--- config.mk ---
export PLATFORM = sky130hd
export DESIGN_NAME = timer_regs
export DESIGN_NICKNAME = d
export VERILOG_FILES = /design/src/bus_pkg.sv /design/src/timer_regs.sv
export SDC_FILE = /design/constraint.sdc
export NUM_CORES = 1
export LEC_CHECK = 0
export BUFFER_PORTS_ARGS = -buffer_cell sky130_fd_sc_hd__buf_2
export CORE_UTILIZATION = 45
export CTS_BUF_LIST = sky130_fd_sc_hd__clkbuf_4 sky130_fd_sc_hd__clkbuf_8
export DETAILED_ROUTE_END_ITERATION = 8
export GPL_ROUTABILITY_DRIVEN = 0
export PLACE_DENSITY = 0.68
export SYNTH_ARGS = -nofsm -noshare
export SYNTH_HDL_FRONTEND = slang
export SYNTH_SLANG_ARGS = --single-unit
--- constraint.sdc ---
create_clock -name clk -period 2.8 [get_ports clk]
set_clock_uncertainty 0.2 [all_clocks]
set_input_delay 0.28 -clock clk [delete_from_list [all_inputs] [get_ports clk]]
set_output_delay 0.28 -clock clk [all_outputs]
set_load 0.01 [all_outputs]
--- src/bus_pkg.sv ---
package bus_pkg;

    // bus widths
    localparam int ADDR_W = 32;
    localparam int DATA_W = 32;
    localparam int STRB_W = DATA_W / 8;
    localparam int RESP_W = 2;

    // response codes
    localparam logic [RESP_W-1:0] RESP_OKAY   = 2'b00;
    localparam logic [RESP_W-1:0] RESP_DECERR = 2'b11;

    // address map
    localparam logic [ADDR_W-1:0] RAM_BASE   = 32'h8000_0000;
    localparam int                RAM_WORDS  = 256;
    localparam logic [ADDR_W-1:0] TIMER_BASE = 32'h0200_0000;

    // timer register offsets, block spans 16 bytes
    localparam logic [3:0] TIMER_MTIME_LO = 4'h0;
    localparam logic [3:0] TIMER_MTIME_HI = 4'h4;
    localparam logic [3:0] TIMER_CMP_LO   = 4'h8;
    localparam logic [3:0] TIMER_CMP_HI   = 4'hC;

endpackage

--- src/timer_regs.sv ---
`timescale 1ns/1ps

module timer_regs (
    input  logic                         clk,
    input  logic                         rst_n,
    input  logic [bus_pkg::ADDR_W-1:0]   araddr,
    input  logic                         arvalid,
    output logic                         arready,
    output logic [bus_pkg::DATA_W-1:0]   rdata,
    output logic [bus_pkg::RESP_W-1:0]   rresp,
    output logic                         rvalid,
    input  logic                         rready,
    input  logic [bus_pkg::ADDR_W-1:0]   awaddr,
    input  logic                         awvalid,
    output logic                         awready,
    input  logic [bus_pkg::DATA_W-1:0]   wdata,
    input  logic [bus_pkg::STRB_W-1:0]   wstrb,
    input  logic                         wvalid,
    output logic                         wready,
    output logic [bus_pkg::RESP_W-1:0]   bresp,
    output logic                         bvalid,
    input  logic                         bready,
    output logic                         timer_irq
);

    logic [63:0] mtime;
    logic [63:0] mtimecmp;
    logic        ar_hs;
    logic        wr_hs;

    function automatic logic [bus_pkg::DATA_W-1:0] merge(
        input logic [bus_pkg::DATA_W-1:0] old_word,
        input logic [bus_pkg::DATA_W-1:0] new_word,
        input logic [bus_pkg::STRB_W-1:0] strb
    );
        logic [bus_pkg::DATA_W-1:0] res;
        res = old_word;
        for (int i = 0; i < bus_pkg::STRB_W; i++) begin
            if (strb[i]) begin
                res[8*i +: 8] = new_word[8*i +: 8];
            end
        end
        return res;
    endfunction

    assign arready = !(rvalid || bvalid);
    assign awready = !(rvalid || bvalid);
    assign wready  = !(rvalid || bvalid);
    assign ar_hs   = arvalid && arready;
    assign wr_hs   = awvalid && awready && wvalid && wready;
    assign rresp   = bus_pkg::RESP_OKAY;
    assign bresp   = bus_pkg::RESP_OKAY;

    always_ff @(posedge clk) begin
        if (!rst_n) begin
            mtime     <= '0;
            mtimecmp  <= '1;
            rvalid    <= 1'b0;
            bvalid    <= 1'b0;
            timer_irq <= 1'b0;
        end else begin
            mtime     <= mtime + 64'd1;
            timer_irq <= mtime >= mtimecmp;
            // a written word overrides the increment
            if (wr_hs) begin
                case (awaddr[3:0])
                    bus_pkg::TIMER_MTIME_LO: mtime[31:0]     <= merge(mtime[31:0], wdata, wstrb);
                    bus_pkg::TIMER_MTIME_HI: mtime[63:32]    <= merge(mtime[63:32], wdata, wstrb);
                    bus_pkg::TIMER_CMP_LO: mtimecmp[31:0]    <= merge(mtimecmp[31:0], wdata, wstrb);
                    bus_pkg::TIMER_CMP_HI: mtimecmp[63:32]   <= merge(mtimecmp[63:32], wdata, wstrb);
                    default: ;
                endcase
            end
            if (ar_hs) begin
                rvalid <= 1'b1;
            end else if (rready) begin
                rvalid <= 1'b0;
            end
            if (wr_hs) begin
                bvalid <= 1'b1;
            end else if (bready) begin
                bvalid <= 1'b0;
            end
        end
    end

    always_ff @(posedge clk) begin
        if (ar_hs) begin
            case (araddr[3:0])
                bus_pkg::TIMER_MTIME_LO: rdata <= mtime[31:0];
                bus_pkg::TIMER_MTIME_HI: rdata <= mtime[63:32];
                bus_pkg::TIMER_CMP_LO: rdata <= mtimecmp[31:0];
                bus_pkg::TIMER_CMP_HI: rdata <= mtimecmp[63:32];
                default: rdata <= '0;
            endcase
        end
    end

endmodule

==> run_results.csv, run 1 <==
group,metric,value,unit
status,status,"finished, final reports clean",
synth,synthTopCellsByArea,"dfxtp_1 27%, edfxtp_1 9.9%, ha_1 8.4%",
clock_tree,cts_buffers,17,
critical_path,cp_slowest_stage_delay,0.50,ns
worst_hold_path,hold_path_class,"input pin to flip-flop",
critical_path,worstPathArrival,2.96,ns
clock_tree,cts_setup_buffers,0,
die,pin_count,149,
sta,drv_slew,0,
global_routing,grt_use_total,28.9,%
synth,synth_most_common_cell,"nand2_1",
sta,setup_tns,0,ns
placement,placed_cell_area,0.0108,mm²
layout,nFillCells,1987,
die,core_area,0.0211,mm²
critical_path,worstSetupPathType,"flip-flop to flip-flop",
sta,slew_headroom,57.6,%
power,swShare,26.4,%
global_routing,grt_pass1_vias,9121,
sta,clock.fmax,361,MHz
synth,yosysWarnings,0,
synth,synth_top_cell_by_area,"dfxtp_1",
critical_path,critical_path.top_delay_family,"simple AND/OR/NAND/NOR gates",
critical_path,cp_num_buf_inv,1,
detailed_routing,avgRoutedWirePerCell,19.5,µm
sta,post-route-min-period,2.77,ns
layout,fin_nets,1521,
placement,dp_hpwl,23000,µm
power,power.internal,0.00334,W
clock_tree,clk_latency,0.47,ns
power,clkPwrFrac,36.4,%
clock_tree,cts_buffer_depth,2,
synth,synth_common_cells,"170 x nand2_1, 131 x dfxtp_1, 115 x nand3_1",
synth,synthCells,1202,
synth,synthFlopType,"dfxtp_1",
die,start_util,46.0,%
synth,synth_edf_count,32,
clock_tree,root_buffer,"clkbuf_8",
detailed_routing,drc,0,
global_routing,grt_pass1_wl,49700,µm
synth,synth_cell_type_count,67,
synth,ys_ff_latch,163,
critical_path,endpoint_kind,"flip-flop",
clock_tree,htreeDepth,4,
die,die_x,149,µm
detailed_routing,drt_iter0_drc,1168,
clock_tree,cts_sinks,163,
sta,rsz0062_at_grt,"false",
power,p_sw,0.00120,W
critical_path,worstPathCellList,"and3_1, nand3_1, buf_4, or4_4, nor3_1, mux2_2, a21oi_1",
placement,dp.cells,1570,
global_routing,grt_overflow,0,
global_routing,antenna_found_initial,1,
layout,final_area,0.0115,mm²
sta,worstMarginPinSlew,0.630,ns
sta,setup_viol,0,
detailed_routing,postRouteAntennaNets,0,
critical_path,crit_fanout,8,
critical_path,crit_slowest_cell,"dfxtp_1",
global_routing,grt_max_degree,54,
synth,ys_seq_area_share,36.9,%
power,cellLeakagePower,5.27,nW
synth,syn_area_per_cell,8.08,µm²
clock_tree,cts.clk_slew.worst_paths,0.09,ns
synth,synth_area,0.00971,mm²
critical_path,required,2.98,ns
layout,diodes,0,
flow_run,maxCapViolCount,0,
layout,drive_above_1_share,16.7,%
critical_path,regToRegSetupSlack,0.03,ns
power,combPwrFrac,9.3,%
detailed_routing,routed_wl,31800,µm
layout,fin_cells,1637,
detailed_routing,num_vias,9952,
die,rows,53,
synth,synthArstFlopShare,0,%
placement,numPortBuffers,88,
critical_path,cp-start-kind,"flip-flop",
synth,yosysTopAreaCellShare,27.0,%
layout,area_growth,18.8,%
sta,hold_violations,0,
power,share_seq_of_total_power,54.3,%
die,die_h,149,µm
detailed_routing,via_per_inst,6.08,
detailed_routing,firstDrtPassIters,8,
power,peakVddDrop,0.275,mV
sta,finalCritPeriodShare,99.0,%
power,power_density,394,mW/mm²
sta,holdWs,0.0932,ns
clock_tree,cts_tree,"done",
die,die_area,0.0222,mm²
## routing by layer
layer	track usage [%]	part of all wire, %	vias to the layer above
li1	-	-	4704
met2	45.8	46	465
met3	4.92	8.3	57
met5	0	0.041	-
met1	40.1	44	4724
met4	8.88	2.2	2
## metrics by stage
| stage | setup WS [ns] | total power (W) | utilization (%) |
|---|---|---|---|
| finish | 0.0267 | 0.00455 | 54.7 |
| global route | 0.0294 | 0.00470 | 54.7 |
| CTS | 0.00644 | 0.00457 | 54.6 |
| detailed placement | -0.0156 | 0.00290 | 51.2 |
| global placement | 0.0453 | 0.00290 | 51.2 |
| floorplan | 0.121 | 0.00273 | - |
## worst reg2reg max path: stages, from the launching register on
cell,delay (ns)
dfxtp_1,0.50
and3_1,0.33
nand3_1,0.15
buf_4,0.21
or4_4,0.48
nor3_1,0.28
mux2_2,0.37
a21oi_1,0.17
## layout by cell type (no fill, tap or decap), types with 7 or more instances in the layout
cell / synthesis / layout
a211oi_1: 12 / 12
a21oi_1: 80 / 80
a22oi_1: 66 / 66
a31oi_1: 18 / 18
and2_1: 14 / 14
and3_1: 19 / 18
and4_1: 10 / 10
buf_2: 3 / 88
buf_4: 7 / 78
clkbuf_8: 0 / 18
dfxtp_1: 131 / 131
dlygate4sd3_1: 0 / 35
edfxtp_1: 32 / 32
ha_1: 65 / 65
inv_1: 77 / 77
mux2_2: 12 / 12
nand2_1: 170 / 170
nand3_1: 115 / 115
nand4_1: 35 / 35
nor2_1: 50 / 47
nor3_1: 23 / 23
nor4_1: 12 / 10
o211ai_1: 35 / 35
o21ai_0: 52 / 52
xnor2_1: 7 / 7
xor2_1: 8 / 8
## cell families (layout without fill, tap and decap cells)
kind of cell / count (synthesis) / count (layout) / share of synthesized area, %
compound gates: 305 / 305 / 20.2
xor+xnor: 15 / 15 / 1.35
fa+ha+maj: 65 / 65 / 8.38
buf+inv: 155 / 312 / 6.38
flops: 163 / 163 / 36.9
mux: 20 / 20 / 2.24
other cells: 1 / 4 / 0.0386
simple gates: 478 / 478 / 24.5
## area by class of cell
class / instances / area, µm² / area share, %
clock buffers: 19 / 255 / 2.21
clock inverters: 13 / 111 / 0.965
inverters: 78 / 293 / 2.54
multi-input cells: 887 / 5560 / 48.1
flip-flops and latches: 163 / 3580 / 31.1
well taps: 275 / 344 / 2.98
repair buffers: 202 / 1400 / 12.1
## final timing paths
kind | startpoint | to | cells after the start
max | mtime[26] | mtime[59] | 7
max reg2reg | mtime[26] | mtime[59] | 7
min reg2reg | mtimecmp[5] | mtimecmp[5] | 2
min | wstrb[1] | mtimecmp[9] | 3
## state kept, by name (all words and copies together) (netlist names)
signal and cells:
mtime 64, mtimecmp 64, rdata 32, bvalid 1, rvalid 1, timer_irq 1
## power groups by stage
| stage | clock network [W] | registers, W | logic, W |
|---|---|---|---|
| after floorplan | 0 | 0.00255 | 0.000179 |
| after global placement | 0 | 0.00252 | 0.000374 |
| after detailed placement | 0 | 0.00252 | 0.000379 |
| after CTS | 0.00168 | 0.00247 | 0.000418 |
| after global routing | 0.00176 | 0.00248 | 0.000458 |
| final | 0.00165 | 0.00247 | 0.000422 |
## repair_timing
item / CTS / global route
pin swaps: 0 / 0
resized for setup: 1 / 4
endpoints found under the setup margin: 1 / 2
endpoints found under the hold margin: 100 / 0
hold buffers: 35 / 0
Note: power is estimated with default switching activity, not from simulation.
==> inputs of run 2 (changes only) <==
--- a/config.mk
+++ b/config.mk
@@ -10,7 +10,7 @@
 export CTS_BUF_LIST = sky130_fd_sc_hd__clkbuf_4 sky130_fd_sc_hd__clkbuf_8
 export DETAILED_ROUTE_END_ITERATION = 8
 export GPL_ROUTABILITY_DRIVEN = 0
-export PLACE_DENSITY = 0.68
+export PLACE_DENSITY = 0.66
 export SYNTH_ARGS = -nofsm -noshare
 export SYNTH_HDL_FRONTEND = slang
 export SYNTH_SLANG_ARGS = --single-unit
==> constraint.sdc (replaced) <==
create_clock -name clk -period 3.1 [get_ports clk]
set_clock_uncertainty 0.2 [all_clocks]
set_input_delay 0.31 -clock clk [delete_from_list [all_inputs] [get_ports clk]]
set_output_delay 0.31 -clock clk [all_outputs]
set_load 0.01 [all_outputs]
==> run 2 against run 1 <==
Net effect:
- cell area is 1.0% lower
- wire length is 0.74% lower
- sequential share of layout area is 0.32 points higher
- critical path type unchanged
- highest routed layer is now met4
==> run_results.csv, run 2 (synthesis results as in run 1) <==
group,metric,value,unit
sta,worstMarginPinSlew,0.854,ns
global_routing,grt_util_met1,41.4,%
detailed_routing,avgRoutedWirePerCell,19.5,µm
placement,numPortBuffers,88,
critical_path,worstPathCellList,"ha_1, and4_1, nand2_1, nor4_1, and3_1, mux2_2, a21oi_1",
clock_tree,cts_buffers,17,
global_routing,grt_use_total,28.8,%
flow_run,maxCapViolCount,0,
critical_path,cp_num_buf_inv,0,
layout,diodes,0,
die,core_area,0.0211,mm²
clock_tree,root_buffer,"clkbuf_8",
critical_path,worstPathArrival,3.15,ns
layout,final_area,0.0114,mm²
worst_hold_path,hold_path_class,"input pin to flip-flop",
critical_path,cp-start-kind,"flip-flop",
clock_tree,clk_latency,0.48,ns
critical_path,worstSetupPathType,"flip-flop to flip-flop",
sta,clock.fmax,341,MHz
placement,dp_hpwl,22800,µm
sta,slew_headroom,42.6,%
layout,reg_top3,"mtime: 64 flops, mtimecmp: 64 flops, rdata: 32 flops",
global_routing,grt_pass1_wl,49200,µm
global_routing,antenna_found_initial,1,
clock_tree,htreeDepth,4,
clock_tree,cts_setup_buffers,0,
detailed_routing,via_per_inst,6.01,
power,cellLeakagePower,5.18,nW
layout,final_common_cell,"nand2_1",
layout,fin_nets,1505,
clock_tree,cts_buffer_depth,2,
global_routing,grt_overflow,0,
critical_path,required,3.32,ns
sta,holdWs,0.0462,ns
critical_path,endpoint_kind,"flip-flop",
power,peakVddDrop,0.238,mV
sta,finalCritPeriodShare,94.6,%
layout,final_cell_mix,"170 x nand2_1, 131 x dfxtp_1, 115 x nand3_1, 88 x buf_2, 80 x a21oi_1",
sta,setup_viol,0,
die,rows,53,
die,die_area,0.0222,mm²
clock_tree,cts_tree,"done",
detailed_routing,drc,0,
detailed_routing,num_vias,9744,
layout,multi_input_area,0.00554,mm²
status,status,"finished, final reports clean",
critical_path,crit_fanout,6,
layout,drive_above_1_share,15.8,%
power,power_density,363,mW/mm²
sta,drv_slew,0,
detailed_routing,postRouteAntennaNets,0,
detailed_routing,firstDrtPassIters,6,
critical_path,critical_path.top_delay_family,"simple AND/OR/NAND/NOR gates",
global_routing,grt_pass1_vias,8787,
global_routing,top_usage_layer,"met2",
global_routing,grt_use_met2,44.3,%
layout,ff_latch_area,0.00358,mm²
clock_tree,cts.clk_slew.worst_paths,0.09,ns
layout,final_util,54.2,%
die,start_util,46.0,%
global_routing,met3_usage,3.55,%
detailed_routing,drt_iter0_drc,1228,
sta,rsz0062_at_grt,"false",
placement,placed_cell_area,0.0107,mm²
critical_path,crit_slowest_cell,"nor4_1",
detailed_routing,routed_wl,31600,µm
global_routing,grt_max_degree,70,
critical_path,cp_slowest_stage_delay,0.69,ns
layout,nFillCells,1956,
die,pin_count,149,
sta,hold_violations,0,
sta,post-route-min-period,2.93,ns
layout,area_growth,17.6,%
sta,setup_tns,0,ns
die,die_h,149,µm
die,die_x,149,µm
clock_tree,cts_sinks,163,
-- run 2: area by class of cell --
type / count / share of cell area [%]
clock buffer: 18 / 2.11
clock inverter: 14 / 1.15
inverter: 78 / 2.56
multi-input combinational: 887 / 48.5
sequential: 163 / 31.4
tap: 275 / 3.01
timing repair buffer: 186 / 11.3
-- run 2: metal layers --
metal,up-vias,share of wire (%)
li1,4663,-
met5,-,0
met1,4591,45
met4,0,2.4
met3,56,7.6
met2,434,45
-- run 2: stage by stage --
| step | power (W) | setup WS [ns] | cells |
|---|---|---|---|
| 2_1_floorplan | 0.00246 | 0.421 | 1205 |
| 3_3_place_gp | 0.00261 | 0.178 | 1554 |
| 3_5_place_dp | 0.00262 | 0.150 | 1554 |
| 4_1_cts | 0.00415 | 0.110 | 1621 |
| 5_1_grt | 0.00427 | 0.103 | 1621 |
| 6_report | 0.00415 | 0.168 | 1621 |
-- run 2: power breakdown --
part           internal, W  total, W  switching [W]
clock             0.000652   0.00154       0.000887
combinational     0.000144  0.000374       0.000230
sequential         0.00221   0.00223      0.0000210
-- run 2: path summary, 6_finish.rpt --
kind          startpoint          end  slack, ns  cells past startpoint
max reg2reg     mtime[1]    mtime[34]       0.17                      7
max             mtime[1]    mtime[34]       0.17                      7
min            awaddr[2]  mtimecmp[9]       0.05                      4
min reg2reg  mtimecmp[8]  mtimecmp[8]       0.29                      2
-- run 2: what timing repair did --
action,4_1_cts,5_1_grt
hold buffers,35,0
setup endpoints to repair,0,1
resized for setup,0,1
hold endpoints to repair,88,0
-- run 2: worst reg2reg max path, stage by stage (launching register included) --
cell	delay [ns]
dfxtp_1	0.43
ha_1	0.29
and4_1	0.32
nand2_1	0.19
nor4_1	0.69
and3_1	0.29
mux2_2	0.34
a21oi_1	0.11
==> inputs of run 3 (changes only) <==
--- a/config.mk
+++ b/config.mk
@@ -11,6 +11,7 @@
 export DETAILED_ROUTE_END_ITERATION = 8
 export GPL_ROUTABILITY_DRIVEN = 0
 export PLACE_DENSITY = 0.66
+export SETUP_SLACK_MARGIN = 0.5
 export SYNTH_ARGS = -nofsm -noshare
 export SYNTH_HDL_FRONTEND = slang
 export SYNTH_SLANG_ARGS = --single-unit
==> run 3 against run 2 <==
Net effect:
- total power grew 0.22%
- clock-buffer cell count grew 3
- sequential power is essentially flat
- worst hold slack lost 0.0080 ns
- via count grew 1.2%
- critical path type unchanged
- critical endpoint unchanged
- largest cell class unchanged
- highest routed layer unchanged
==> run_results.csv, run 3 (synthesis results as in run 1) <==
group,metric,value,unit
placement,dp_hpwl,22800,µm
detailed_routing,routed_wl,31800,µm
global_routing,grt_overflow,0,
clock_tree,cts.clk_slew.worst_paths,0.09,ns
layout,final_cell_mix,"170 x nand2_1, 118 x dfxtp_1, 113 x nand3_1, 88 x buf_2, 80 x a21oi_1",
clock_tree,cts_sinks,163,
clock_tree,cts_buffers,17,
global_routing,grt_pass1_wl,49500,µm
sta,setup_viol,0,
global_routing,grt_max_degree,61,
detailed_routing,postRouteAntennaNets,0,
clock_tree,htreeDepth,4,
critical_path,crit_fanout,6,
status,status,"finished, final reports clean",
layout,reg_top3,"mtime: 64 flops, mtimecmp: 64 flops, rdata: 32 flops",
clock_tree,root_buffer,"clkbuf_8",
detailed_routing,avgRoutedWirePerCell,19.5,µm
sta,worstMarginPinSlew,0.752,ns
clock_tree,cts_buffer_depth,2,
sta,drv_slew,0,
die,die_h,149,µm
sta,rsz0062_at_grt,"true",
detailed_routing,drc,0,
layout,diodes,0,
die,start_util,46.0,%
die,rows,53,
placement,numPortBuffers,88,
flow_run,maxCapViolCount,0,
die,pin_count,149,
layout,drive_above_1_share,18.3,%
detailed_routing,via_per_inst,6.06,
power,peakVddDrop,0.228,mV
critical_path,worstPathArrival,2.82,ns
sta,hold_violations,0,
die,die_area,0.0222,mm²
layout,fin_nets,1512,
detailed_routing,num_vias,9863,
die,die_x,149,µm
clock_tree,clk_latency,0.48,ns
detailed_routing,firstDrtPassIters,6,
critical_path,required,3.30,ns
layout,area_growth,19.6,%
sta,finalCritPeriodShare,84.4,%
placement,placed_cell_area,0.0107,mm²
worst_hold_path,hold_path_class,"input pin to flip-flop",
global_routing,grt_use_total,29.1,%
critical_path,endpoint_kind,"flip-flop",
sta,clock.fmax,382,MHz
critical_path,cp-start-kind,"flip-flop",
die,core_area,0.0211,mm²
sta,setup_tns,0,ns
global_routing,antenna_found_initial,0,
critical_path,worstSetupPathType,"flip-flop to flip-flop",
sta,slew_headroom,49.7,%
sta,post-route-min-period,2.62,ns
critical_path,regToRegSetupSlack,0.48,ns
sta,holdWs,0.0382,ns
layout,final_util,55.1,%
layout,final_area,0.0116,mm²
layout,nFillCells,2015,
clock_tree,cts_tree,"done",
global_routing,grt_pass1_vias,8920,
detailed_routing,drt_iter0_drc,1228,
power,power_density,358,mW/mm²
power,cellLeakagePower,5.29,nW
layout,final_common_cell,"nand2_1",
## run 3: cell count changes in the layout (fill, tap and decap cells not counted), sizes merged
cell	delta
buf	+8
clkinvlp	-2
inv	-2
dlygate4sd3	-1
clkbuf	+3
clkinv	+1
## run 3: worst paths after layout
path | to | cells past startpoint | startpoint
setup / recovery | mtime[34] | 8 | mtime[21]
hold / removal | mtime[0] | 3 | rst_n
setup reg to reg | mtime[34] | 8 | mtime[21]
hold reg to reg | mtime[9] | 1 | mtime[9]
## run 3: stage by stage
| step | std cells | total power, W | setup WS, ns |
|---|---|---|---|
| after global routing | 1628 | 0.00430 | 0.384 |
| after detailed placement | 1557 | 0.00262 | 0.329 |
| after CTS | 1623 | 0.00417 | 0.472 |
| after floorplan | 1205 | 0.00246 | 0.561 |
| final | 1628 | 0.00416 | 0.484 |
| after global placement | 1557 | 0.00261 | 0.365 |
## run 3: critical path, stage by stage (launching register included)
cell     delay [ns]
dfxtp_1        0.41
and2_1         0.23
nand3_1        0.19
buf_4          0.22
nor4_2         0.42
buf_4          0.22
and3_1         0.20
mux2_2         0.34
a21oi_1        0.11
## run 3: layer usage
| layer | GRT usage (%) | up-vias | part of all wire, % |
|---|---|---|---|
| li1 | - | 4671 | - |
| met1 | 41.1 | 4644 | 46 |
| met2 | 44.8 | 481 | 44 |
| met3 | 4.53 | 67 | 7.2 |
| met4 | 10.2 | 0 | 2.9 |
| met5 | 0 | - | 0 |
## run 3: layout make-up
| class | instances | area [µm²] | share of cell area [%] |
|---|---|---|---|
| clock inverter | 11 | 103 | 0.883 |
| clock buffer | 21 | 277 | 2.38 |
| tap | 275 | 344 | 2.96 |
| sequential | 163 | 3620 | 31.1 |
| timing repair buffer | 193 | 1360 | 11.7 |
| multi-input combinational | 887 | 5620 | 48.4 |
| inverter | 78 | 293 | 2.52 |
## run 3: where the power goes
part	total, W	switching [W]	internal, W	leakage, nW
sequential	0.00223	0.0000246	0.00221	1.38
combinational	0.000373	0.000226	0.000146	3.72
clock	0.00155	0.000852	0.000698	0.191
## run 3: repair_timing
item / 4_1_cts / 5_1_grt
pin swaps: 0 / 4
setup buffers: 0 / 5
setup endpoints to repair: 11 / 33
resized for setup: 21 / 24
endpoints found under the hold margin: 90 / 0
hold buffers: 34 / 0
